`src/logic/zstd_raw_dec_pkg.sv`:
```
// Raw block decoder package
// Shared widths, beat and output word types, AXI read constants
`default_nettype none

package zstd_raw_dec_pkg;

  localparam int AXI_DATA_W   = 32;
  localparam int AXI_ADDR_W   = 16;
  localparam int AXI_ID_W     = 4;
  localparam int OUTPUT_WIDTH = 97;

  typedef logic [AXI_DATA_W-1:0] axi_data_t;
  typedef logic [AXI_ADDR_W-1:0] axi_addr_t;
  typedef logic [AXI_ID_W-1:0]   axi_id_t;
  // Beats in the burst minus one
  typedef logic [7:0]            axi_len_t;
  typedef logic [2:0]            beat_bytes_t;
  typedef logic [31:0]           xfer_len_t;
  typedef logic [63:0]           out_data_t;
  // Last flag, byte count, data
  typedef logic [OUTPUT_WIDTH-1:0] out_word_t;

  localparam axi_id_t    READER_ID      = '0;
  localparam logic [2:0] AXI_SIZE_4B    = 3'd2;
  localparam logic [1:0] AXI_BURST_INCR = 2'd1;

endpackage : zstd_raw_dec_pkg

`default_nettype wire

```
`src/logic/beat_stream_if.sv`:
```
// Beat stream between reader, FIFO and packer
// Data word with its valid byte count and a transfer-end flag
`timescale 1ns/100ps
`default_nettype none

interface beat_stream_if;
  import zstd_raw_dec_pkg::*;

  logic        valid;
  axi_data_t   data;
  beat_bytes_t bytes;
  logic        last;
  logic        ready;

  modport source (output valid, output data, output bytes, output last, input ready);

  modport sink (input valid, input data, input bytes, input last, output ready);

endinterface : beat_stream_if

`default_nettype wire

```
`src/logic/axi_block_reader.sv`:
```
// AXI block reader
// Splits a byte range into INCR read bursts and streams the R beats onward
`timescale 1ns/100ps
`default_nettype none

module axi_block_reader #(
  parameter int MAX_BURST  = 16,
  parameter int FIFO_DEPTH = 32
) (
  input  logic                            clk,
  input  logic                            reset,

  input  logic                            start,
  input  zstd_raw_dec_pkg::axi_addr_t     start_addr,
  input  zstd_raw_dec_pkg::xfer_len_t     start_len,
  output logic                            busy,
  input  logic                            done,

  input  logic [$clog2(FIFO_DEPTH+1)-1:0] free_slots,

  output zstd_raw_dec_pkg::axi_id_t       arid,
  output zstd_raw_dec_pkg::axi_addr_t     araddr,
  output zstd_raw_dec_pkg::axi_len_t      arlen,
  output logic [2:0]                      arsize,
  output logic [1:0]                      arburst,
  output logic                            arvalid,
  input  logic                            arready,

  input  zstd_raw_dec_pkg::axi_data_t     rdata,
  input  logic                            rvalid,
  output logic                            rready,

  beat_stream_if.source                   beats
);
  import zstd_raw_dec_pkg::*;

  typedef enum logic [1:0] {
    ST_IDLE,
    ST_REQUEST,
    ST_DATA,
    ST_WAIT_DONE
  } state_t;

  state_t      state;
  axi_addr_t   next_addr;
  xfer_len_t   rem_bytes;
  logic [29:0] rem_beats;
  logic [8:0]  burst_beats;
  logic [8:0]  beats_left;
  logic        space_ok;
  logic        ar_fire;
  logic        beat_take;

  // Burst size is the smaller of MAX_BURST and what is left
  assign rem_beats   = rem_bytes[31:2];
  assign burst_beats = (rem_beats > 30'(MAX_BURST)) ? 9'(MAX_BURST) : rem_beats[8:0];

  // Whole burst must fit in the FIFO before it is requested
  assign space_ok = 32'(free_slots) >= 32'(burst_beats);

  assign arid    = READER_ID;
  assign araddr  = next_addr;
  assign arlen   = axi_len_t'(burst_beats - 9'd1);
  assign arsize  = AXI_SIZE_4B;
  assign arburst = AXI_BURST_INCR;
  assign arvalid = (state == ST_REQUEST) && space_ok;
  assign ar_fire = arvalid && arready;

  assign rready    = (state == ST_DATA) && beats.ready;
  assign beat_take = rvalid && rready;

  assign beats.valid = (state == ST_DATA) && rvalid;
  assign beats.data  = rdata;
  assign beats.bytes = (rem_bytes > 32'd4) ? 3'd4 : rem_bytes[2:0];
  assign beats.last  = (rem_bytes <= 32'd4);

  assign busy = (state != ST_IDLE);

  always_ff @(posedge clk) begin
    if (reset) begin
      state <= ST_IDLE;
    end else begin
      case (state)
        ST_IDLE: begin
          if (start) begin
            state <= ST_REQUEST;
          end
        end
        ST_REQUEST: begin
          if (ar_fire) begin
            state <= ST_DATA;
          end
        end
        ST_DATA: begin
          // Burst end comes from the beat count
          if (beat_take && beats_left == 9'd1) begin
            state <= beats.last ? ST_WAIT_DONE : ST_REQUEST;
          end
        end
        ST_WAIT_DONE: begin
          if (done) begin
            state <= ST_IDLE;
          end
        end
        default: begin
          state <= ST_IDLE;
        end
      endcase
    end
  end

  always_ff @(posedge clk) begin
    if (state == ST_IDLE && start) begin
      next_addr <= start_addr;
      rem_bytes <= start_len;
    end
    if (ar_fire) begin
      next_addr  <= next_addr + axi_addr_t'({burst_beats, 2'b00});
      beats_left <= burst_beats;
    end
    if (beat_take) begin
      rem_bytes  <= rem_bytes - xfer_len_t'(beats.bytes);
      beats_left <= beats_left - 9'd1;
    end
  end

endmodule : axi_block_reader

`default_nettype wire

```
`src/logic/beat_fifo.sv`:
```
// Beat FIFO
// Circular buffer of stream beats, reports free space to the reader
`timescale 1ns/100ps
`default_nettype none

module beat_fifo #(
  parameter int FIFO_DEPTH = 32
) (
  input  logic                            clk,
  input  logic                            reset,
  beat_stream_if.sink                     in_beats,
  beat_stream_if.source                   out_beats,
  output logic [$clog2(FIFO_DEPTH+1)-1:0] free_slots
);
  import zstd_raw_dec_pkg::*;

  localparam int PTR_W = (FIFO_DEPTH > 1) ? $clog2(FIFO_DEPTH) : 1;
  localparam int CNT_W = $clog2(FIFO_DEPTH + 1);

  axi_data_t        mem_data  [FIFO_DEPTH];
  beat_bytes_t      mem_bytes [FIFO_DEPTH];
  logic             mem_last  [FIFO_DEPTH];
  logic [PTR_W-1:0] wr_ptr;
  logic [PTR_W-1:0] rd_ptr;
  logic [CNT_W-1:0] count;
  logic [CNT_W-1:0] count_next;
  logic             push;
  logic             pop;

  function automatic logic [PTR_W-1:0] ptr_inc(input logic [PTR_W-1:0] ptr);
    return (ptr == PTR_W'(FIFO_DEPTH - 1)) ? '0 : ptr + 1'b1;
  endfunction

  assign in_beats.ready  = (count != CNT_W'(FIFO_DEPTH));
  assign out_beats.valid = (count != '0);
  assign out_beats.data  = mem_data[rd_ptr];
  assign out_beats.bytes = mem_bytes[rd_ptr];
  assign out_beats.last  = mem_last[rd_ptr];

  assign push = in_beats.valid && in_beats.ready;
  assign pop  = out_beats.valid && out_beats.ready;

  always_comb begin
    case ({push, pop})
      2'b10:   count_next = count + 1'b1;
      2'b01:   count_next = count - 1'b1;
      default: count_next = count;
    endcase
  end

  always_ff @(posedge clk) begin
    if (reset) begin
      wr_ptr     <= '0;
      rd_ptr     <= '0;
      count      <= '0;
      free_slots <= CNT_W'(FIFO_DEPTH);
    end else begin
      if (push) begin
        wr_ptr <= ptr_inc(wr_ptr);
      end
      if (pop) begin
        rd_ptr <= ptr_inc(rd_ptr);
      end
      count      <= count_next;
      free_slots <= CNT_W'(FIFO_DEPTH) - count_next;
    end
  end

  always_ff @(posedge clk) begin
    if (push) begin
      mem_data[wr_ptr]  <= in_beats.data;
      mem_bytes[wr_ptr] <= in_beats.bytes;
      mem_last[wr_ptr]  <= in_beats.last;
    end
  end

endmodule : beat_fifo

`default_nettype wire

```
`src/logic/output_packer.sv`:
```
// Output packer
// Joins 32-bit beats little-endian into 97-bit output words and signals the end
`timescale 1ns/100ps
`default_nettype none

module output_packer (
  input  logic                        clk,
  input  logic                        reset,

  beat_stream_if.sink                 beats,

  output zstd_raw_dec_pkg::out_word_t output_data,
  output logic                        output_vld,
  input  logic                        output_rdy,

  output logic                        notify_data,
  output logic                        notify_vld,
  input  logic                        notify_rdy,

  output logic                        done
);
  import zstd_raw_dec_pkg::*;

  typedef enum logic [1:0] {
    ST_COLLECT,
    ST_EMIT,
    ST_NOTIFY
  } state_t;

  state_t      state;
  axi_data_t   lo_data;
  beat_bytes_t lo_bytes;
  logic        have_lo;
  logic        take;
  logic        word_done;
  logic        word_last;
  out_data_t   word_data;
  xfer_len_t   word_count;

  assign beats.ready = (state == ST_COLLECT);
  assign take        = beats.valid && beats.ready;
  assign word_done   = take && (have_lo || beats.last);

  // First beat of a word always sits in bytes 0 to 3
  assign word_data  = have_lo ? {beats.data, lo_data} : {32'h0, beats.data};
  assign word_count = have_lo ? xfer_len_t'(lo_bytes) + xfer_len_t'(beats.bytes)
                              : xfer_len_t'(beats.bytes);
  assign word_last  = output_data[OUTPUT_WIDTH-1];

  assign output_vld  = (state == ST_EMIT);
  assign notify_vld  = (state == ST_NOTIFY);
  assign notify_data = notify_vld;
  assign done        = notify_vld && notify_rdy;

  always_ff @(posedge clk) begin
    if (reset) begin
      state   <= ST_COLLECT;
      have_lo <= 1'b0;
    end else begin
      if (take) begin
        have_lo <= !have_lo && !beats.last;
      end
      case (state)
        ST_COLLECT: begin
          if (word_done) begin
            state <= ST_EMIT;
          end
        end
        ST_EMIT: begin
          if (output_rdy) begin
            state <= word_last ? ST_NOTIFY : ST_COLLECT;
          end
        end
        ST_NOTIFY: begin
          if (notify_rdy) begin
            state <= ST_COLLECT;
          end
        end
        default: begin
          state <= ST_COLLECT;
        end
      endcase
    end
  end

  always_ff @(posedge clk) begin
    if (take && !have_lo) begin
      lo_data  <= beats.data;
      lo_bytes <= beats.bytes;
    end
    if (word_done) begin
      output_data <= {beats.last, word_count, word_data};
    end
  end

endmodule : output_packer

`default_nettype wire

```
`src/logic/zstd_raw_dec.sv`:
```
// Raw block decoder top
// Reads a byte range over AXI and emits it as packed 64-bit output words
`timescale 1ns/100ps
`default_nettype none

module zstd_raw_dec #(
  parameter int MAX_BURST  = 16,
  parameter int FIFO_DEPTH = 32
) (
  input  logic                        clk,
  input  logic                        reset,

  input  logic                        start,
  input  zstd_raw_dec_pkg::axi_addr_t start_addr,
  input  zstd_raw_dec_pkg::xfer_len_t start_len,
  output logic                        busy,

  // AXI read address
  output zstd_raw_dec_pkg::axi_id_t   arid,
  output zstd_raw_dec_pkg::axi_addr_t araddr,
  output zstd_raw_dec_pkg::axi_len_t  arlen,
  output logic [2:0]                  arsize,
  output logic [1:0]                  arburst,
  output logic                        arvalid,
  input  logic                        arready,

  // AXI read data, burst end is taken from the beat count
  input  zstd_raw_dec_pkg::axi_data_t rdata,
  input  logic                        rlast,
  input  logic                        rvalid,
  output logic                        rready,

  output zstd_raw_dec_pkg::out_word_t output_data,
  output logic                        output_vld,
  input  logic                        output_rdy,

  output logic                        notify_data,
  output logic                        notify_vld,
  input  logic                        notify_rdy
);

  logic [$clog2(FIFO_DEPTH+1)-1:0] free_slots;
  logic                            done;

  beat_stream_if rd_beats ();
  beat_stream_if fifo_beats ();

  axi_block_reader #(
    .MAX_BURST  (MAX_BURST),
    .FIFO_DEPTH (FIFO_DEPTH)
  ) reader_i (
    .clk        (clk),
    .reset      (reset),
    .start      (start),
    .start_addr (start_addr),
    .start_len  (start_len),
    .busy       (busy),
    .done       (done),
    .free_slots (free_slots),
    .arid       (arid),
    .araddr     (araddr),
    .arlen      (arlen),
    .arsize     (arsize),
    .arburst    (arburst),
    .arvalid    (arvalid),
    .arready    (arready),
    .rdata      (rdata),
    .rvalid     (rvalid),
    .rready     (rready),
    .beats      (rd_beats.source)
  );

  beat_fifo #(
    .FIFO_DEPTH (FIFO_DEPTH)
  ) fifo_i (
    .clk        (clk),
    .reset      (reset),
    .in_beats   (rd_beats.sink),
    .out_beats  (fifo_beats.source),
    .free_slots (free_slots)
  );

  output_packer packer_i (
    .clk         (clk),
    .reset       (reset),
    .beats       (fifo_beats.sink),
    .output_data (output_data),
    .output_vld  (output_vld),
    .output_rdy  (output_rdy),
    .notify_data (notify_data),
    .notify_vld  (notify_vld),
    .notify_rdy  (notify_rdy),
    .done        (done)
  );

endmodule : zstd_raw_dec

`default_nettype wire

```
`config.mk`:
```
export PLATFORM = sky130hd
export DESIGN_NAME = zstd_raw_dec
export DESIGN_NICKNAME = d
export VERILOG_FILES = /design/src/logic/zstd_raw_dec_pkg.sv /design/src/logic/beat_stream_if.sv /design/src/logic/axi_block_reader.sv /design/src/logic/beat_fifo.sv /design/src/logic/output_packer.sv /design/src/logic/zstd_raw_dec.sv
export SDC_FILE = /design/constraint.sdc
export NUM_CORES = 1
export LEC_CHECK = 0
export BUFFER_PORTS_ARGS = -buffer_cell sky130_fd_sc_hd__buf_2
export CAP_MARGIN = 20
export CORE_MARGIN = 3
export CORE_UTILIZATION = 39
export CTS_CLUSTER_SIZE = 12
export DETAILED_ROUTE_END_ITERATION = 7
export HOLD_SLACK_MARGIN = 0.06
export MAX_ROUTING_LAYER = met4
export PLACE_DENSITY_LB_ADDON = 0.15
export SLEW_MARGIN = 20
export SYNTH_ARGS = -nofsm -noshare
export SYNTH_HDL_FRONTEND = slang
export SYNTH_SLANG_ARGS = --single-unit
```
`constraint.sdc`:
```
create_clock -name clk -period 8 [get_ports clk]
set_input_delay 1.2 -clock clk [delete_from_list [all_inputs] [get_ports clk]]
set_output_delay 1.2 -clock clk [all_outputs]
set_load 0.05 [all_outputs]
```
==> results.cfg <==
[sta]
skew_ps = 27.3
clock.fmax_mhz = 165
hold_viol_final = 0
tns_ps = 0
drv_slew = 0
setup_slack_ps = 1950
worst_slew_pin_slew_ps = 1280
setup_viol_count_final = 0
final.period_utilization = 0.756
finalCriticalPeriod_ps = 6050
rsz0062_at_grt = false
relSlewSlack = 0.147

[logic_synthesis]
synth_fa_ha_area_frac = 0.00931
synthXorXnorAreaFrac = 0.00688
synth_area_mm2 = 0.0535
synth-simple-area-share = 0.0508
muxShareOfSynthArea = 0.123
ys_seq_area_frac = 0.749
yosys_most_used_dff = edfxtp_1
ys_types = 70
synthCells = 2981
synth_top_area_frac = 0.737
synth_async_sr_flop_share = 0
synth.area.top_cells = edfxtp_1, mux4_2, mux2i_1
synth_compound_area_frac = 0.0421
synth_top_cell_by_area = edfxtp_1
synth_edf_count = 1313
synth_seq_cells = 1344
postSynthAreaPerCell_um2 = 17.9
synth_top_family_by_area = multiplexers
synth-warning-count = 0

[clock_network]
clkTransAtPathRegs_ps = 60
cts_tree = done
cts_root_buf = clkbuf_16
hold_buffers = 0
max-clock-path-buffers = 3
cts-htree-levels = 4
cts.sinks = 1344
cts-buffers-inserted = 146
worstSkewPairLatency_ps = 770
postCtsSetupRepairBufs = 0
ctsResizeCount = 0

[routing]
drt_iter0_drc = 2539
wl_per_cell_um = 26.3
vias = 27900
ant_nets = 0
viasPerCell = 5.44
firstDrtPassIters = 5
drc = 0
wirelength_um = 135000

[grt]
grt_max_degree = 152
grt_pass1_wl_um = 196000
antenna_found_initial = 8
gr-total-overflow = 0
track_usage = 0.196
grt_pass1_vias = 29000

[die]
die_area_mm2 = 0.142
core_mm2 = 0.136
core.rowCount = 135
top_level_ports = 224
initial_core_util = 0.394
die_w_um = 376
fp.dieH_um = 376

[setup_path]
critPathMaxFanout = 11
start_kind = register
crit_arrival_ps = 4850
worstPathRequired_ps = 6800
crit_type = reg2out
cp-end-kind = output pin

[placement]
numPortBuffers = 185
dpl.hpwl_um = 72700
gp_congestion = 0.800
preCtsSetupSlack_ps = 2710

[outcome]
status = finished clean

[cells_and_area]
final_nets = 3353
postLayoutCoreUtil = 0.451
areaGrowthSynthToFinish_pct = 14.4
layout-drive-gt1-share = 0.206

[power]
peakVddDrop_mv = 0.252
power_leakage_nw = 19.4
p_per_area_mw_per_mm2 = 304

[worst_hold_path]
hp-class = reg2reg

[flow_run]
max_cap_violations = 0
[layer usage]
| metal | wire length (um) | part of all wire | vias to the layer above | global-route usage |
|---|---|---|---|---|
| li1 | - | - | 12300 | - |
| met1 | 58700 | 0.44 | 14400 | 0.263 |
| met2 | 65100 | 0.48 | 899 | 0.311 |
| met3 | 7910 | 0.059 | 217 | 0.0346 |
| met4 | 3220 | 0.024 | 0 | 0.0555 |
| met5 | 0 | 0 | - | - |
[synth_stat cells, types with 8 or more instances]
cell      number
a31oi_1        8
or3_1         10
and2_1        38
xor2_1        24
nand2_1       86
o21ai_1        8
buf_2         21
nor2b_1       81
a211oi_1       8
a21oi_1       99
nand4_1       38
mux2_2        35
inv_1         27
dfxtp_1       31
nor3_1        24
a22oi_1      141
mux4_2       147
buf_1         24
o21ai_0       47
nor2_1        87
or4_1         12
buf_4         39
nand3b_1       9
clkbuf_1     112
mux2i_1      287
ha_1          35
xnor2_1       18
nand3_1       88
edfxtp_1    1313
[critical path, cell delays in order (launching register included)]
cell      delay [ps]
edfxtp_1         460
or4_1            550
or4_1            660
nor3_2           670
nand2_1          220
inv_1            190
ha_1             250
nand2b_1         140
a21o_1           170
a211o_1          330
nand4_1          110
o21ai_0          100
buf_2            230
[power breakdown]
group	switching (W)	internal, W	total (W)
Sequential	0.000166	0.00828	0.00845
Combinational	0.00257	0.00132	0.00388
Clock	0.00270	0.00358	0.00628
Total	0.00543	0.0132	0.0186
[state kept, by name (all words and copies together) (netlist names), 2 cells and up, named ones only]
register,cells
fifo_i.wr_ptr,5
fifo_i.mem_data,1024
fifo_i.count,6
fifo_i.mem_last,32
fifo_i.free_slots,5
reader_i.state,2
packer_i.state,2
fifo_i.mem_bytes,96
packer_i.lo_data,32
reader_i.rem_bytes,32
reader_i.beats_left,9
packer_i.lo_bytes,3
reader_i.araddr,16
packer_i.output_data,69
fifo_i.rd_ptr,5
[cell type report]
cell class / instances / area [um^2]
sequential: 1344 / 40100
clock inverter: 70 / 477
tap: 1781 / 2230
antenna: 2 / 5.00
timing repair buffer: 253 / 1470
fill: 11800 / 74600
multi-input combinational: 1453 / 12900
inverter: 29 / 109
clock buffer: 194 / 3960
[placed cells by master (no fill, tap or decap), drive strengths merged, types with 6 or more instances in the layout]
cell type	count
a31oi	8
nand3	88
or3	10
nor4	6
conb	43
inv	34
nor3b	7
xor2	24
a211oi	8
o21ai	55
nand2	86
and2	38
a21oi	99
nor3	26
a22oi	141
edfxtp	1313
clkinv	60
clkbuf	194
ha	35
nand3b	9
xnor2	18
mux2	35
buf	253
nor2	87
mux4	147
dfxtp	31
nor2b	81
nand4	38
mux2i	287
or4	12
[per-stage QoR]
stage                     std cells  total power (W)  instance area, um^2  hold WS (ps)
after floorplan                3022           0.0114                53600           455
after global placement         4860           0.0124                56700           476
after detailed placement       4860           0.0125                56700           498
after CTS                      5124           0.0189                61200           507
after global routing           5124           0.0194                61200           556
final                          5126           0.0186                61200           509
[path summary, 6_finish.rpt]
check	start	end	slack, ps	depth (start not counted)
setup / recovery	reader_i.rem_bytes[26]	arvalid	1950	12
hold / removal	fifo_i.rd_ptr[4]	fifo_i.rd_ptr[4]	510	2
setup reg to reg	reader_i.rem_bytes[26]	reader_i.araddr[10]	3050	12
hold reg to reg	fifo_i.rd_ptr[4]	fifo_i.rd_ptr[4]	510	2
[cells by family after synthesis]
group / after synthesis
adders and majority gates: 38
buffers and inverters: 225
xor gates and xnor gates: 42
other: 2
DFF: 1344
and+or+nand+nor: 512
muxes: 469
AOI/OAI and AO/OA: 349
(Power assumes the default switching activity.)
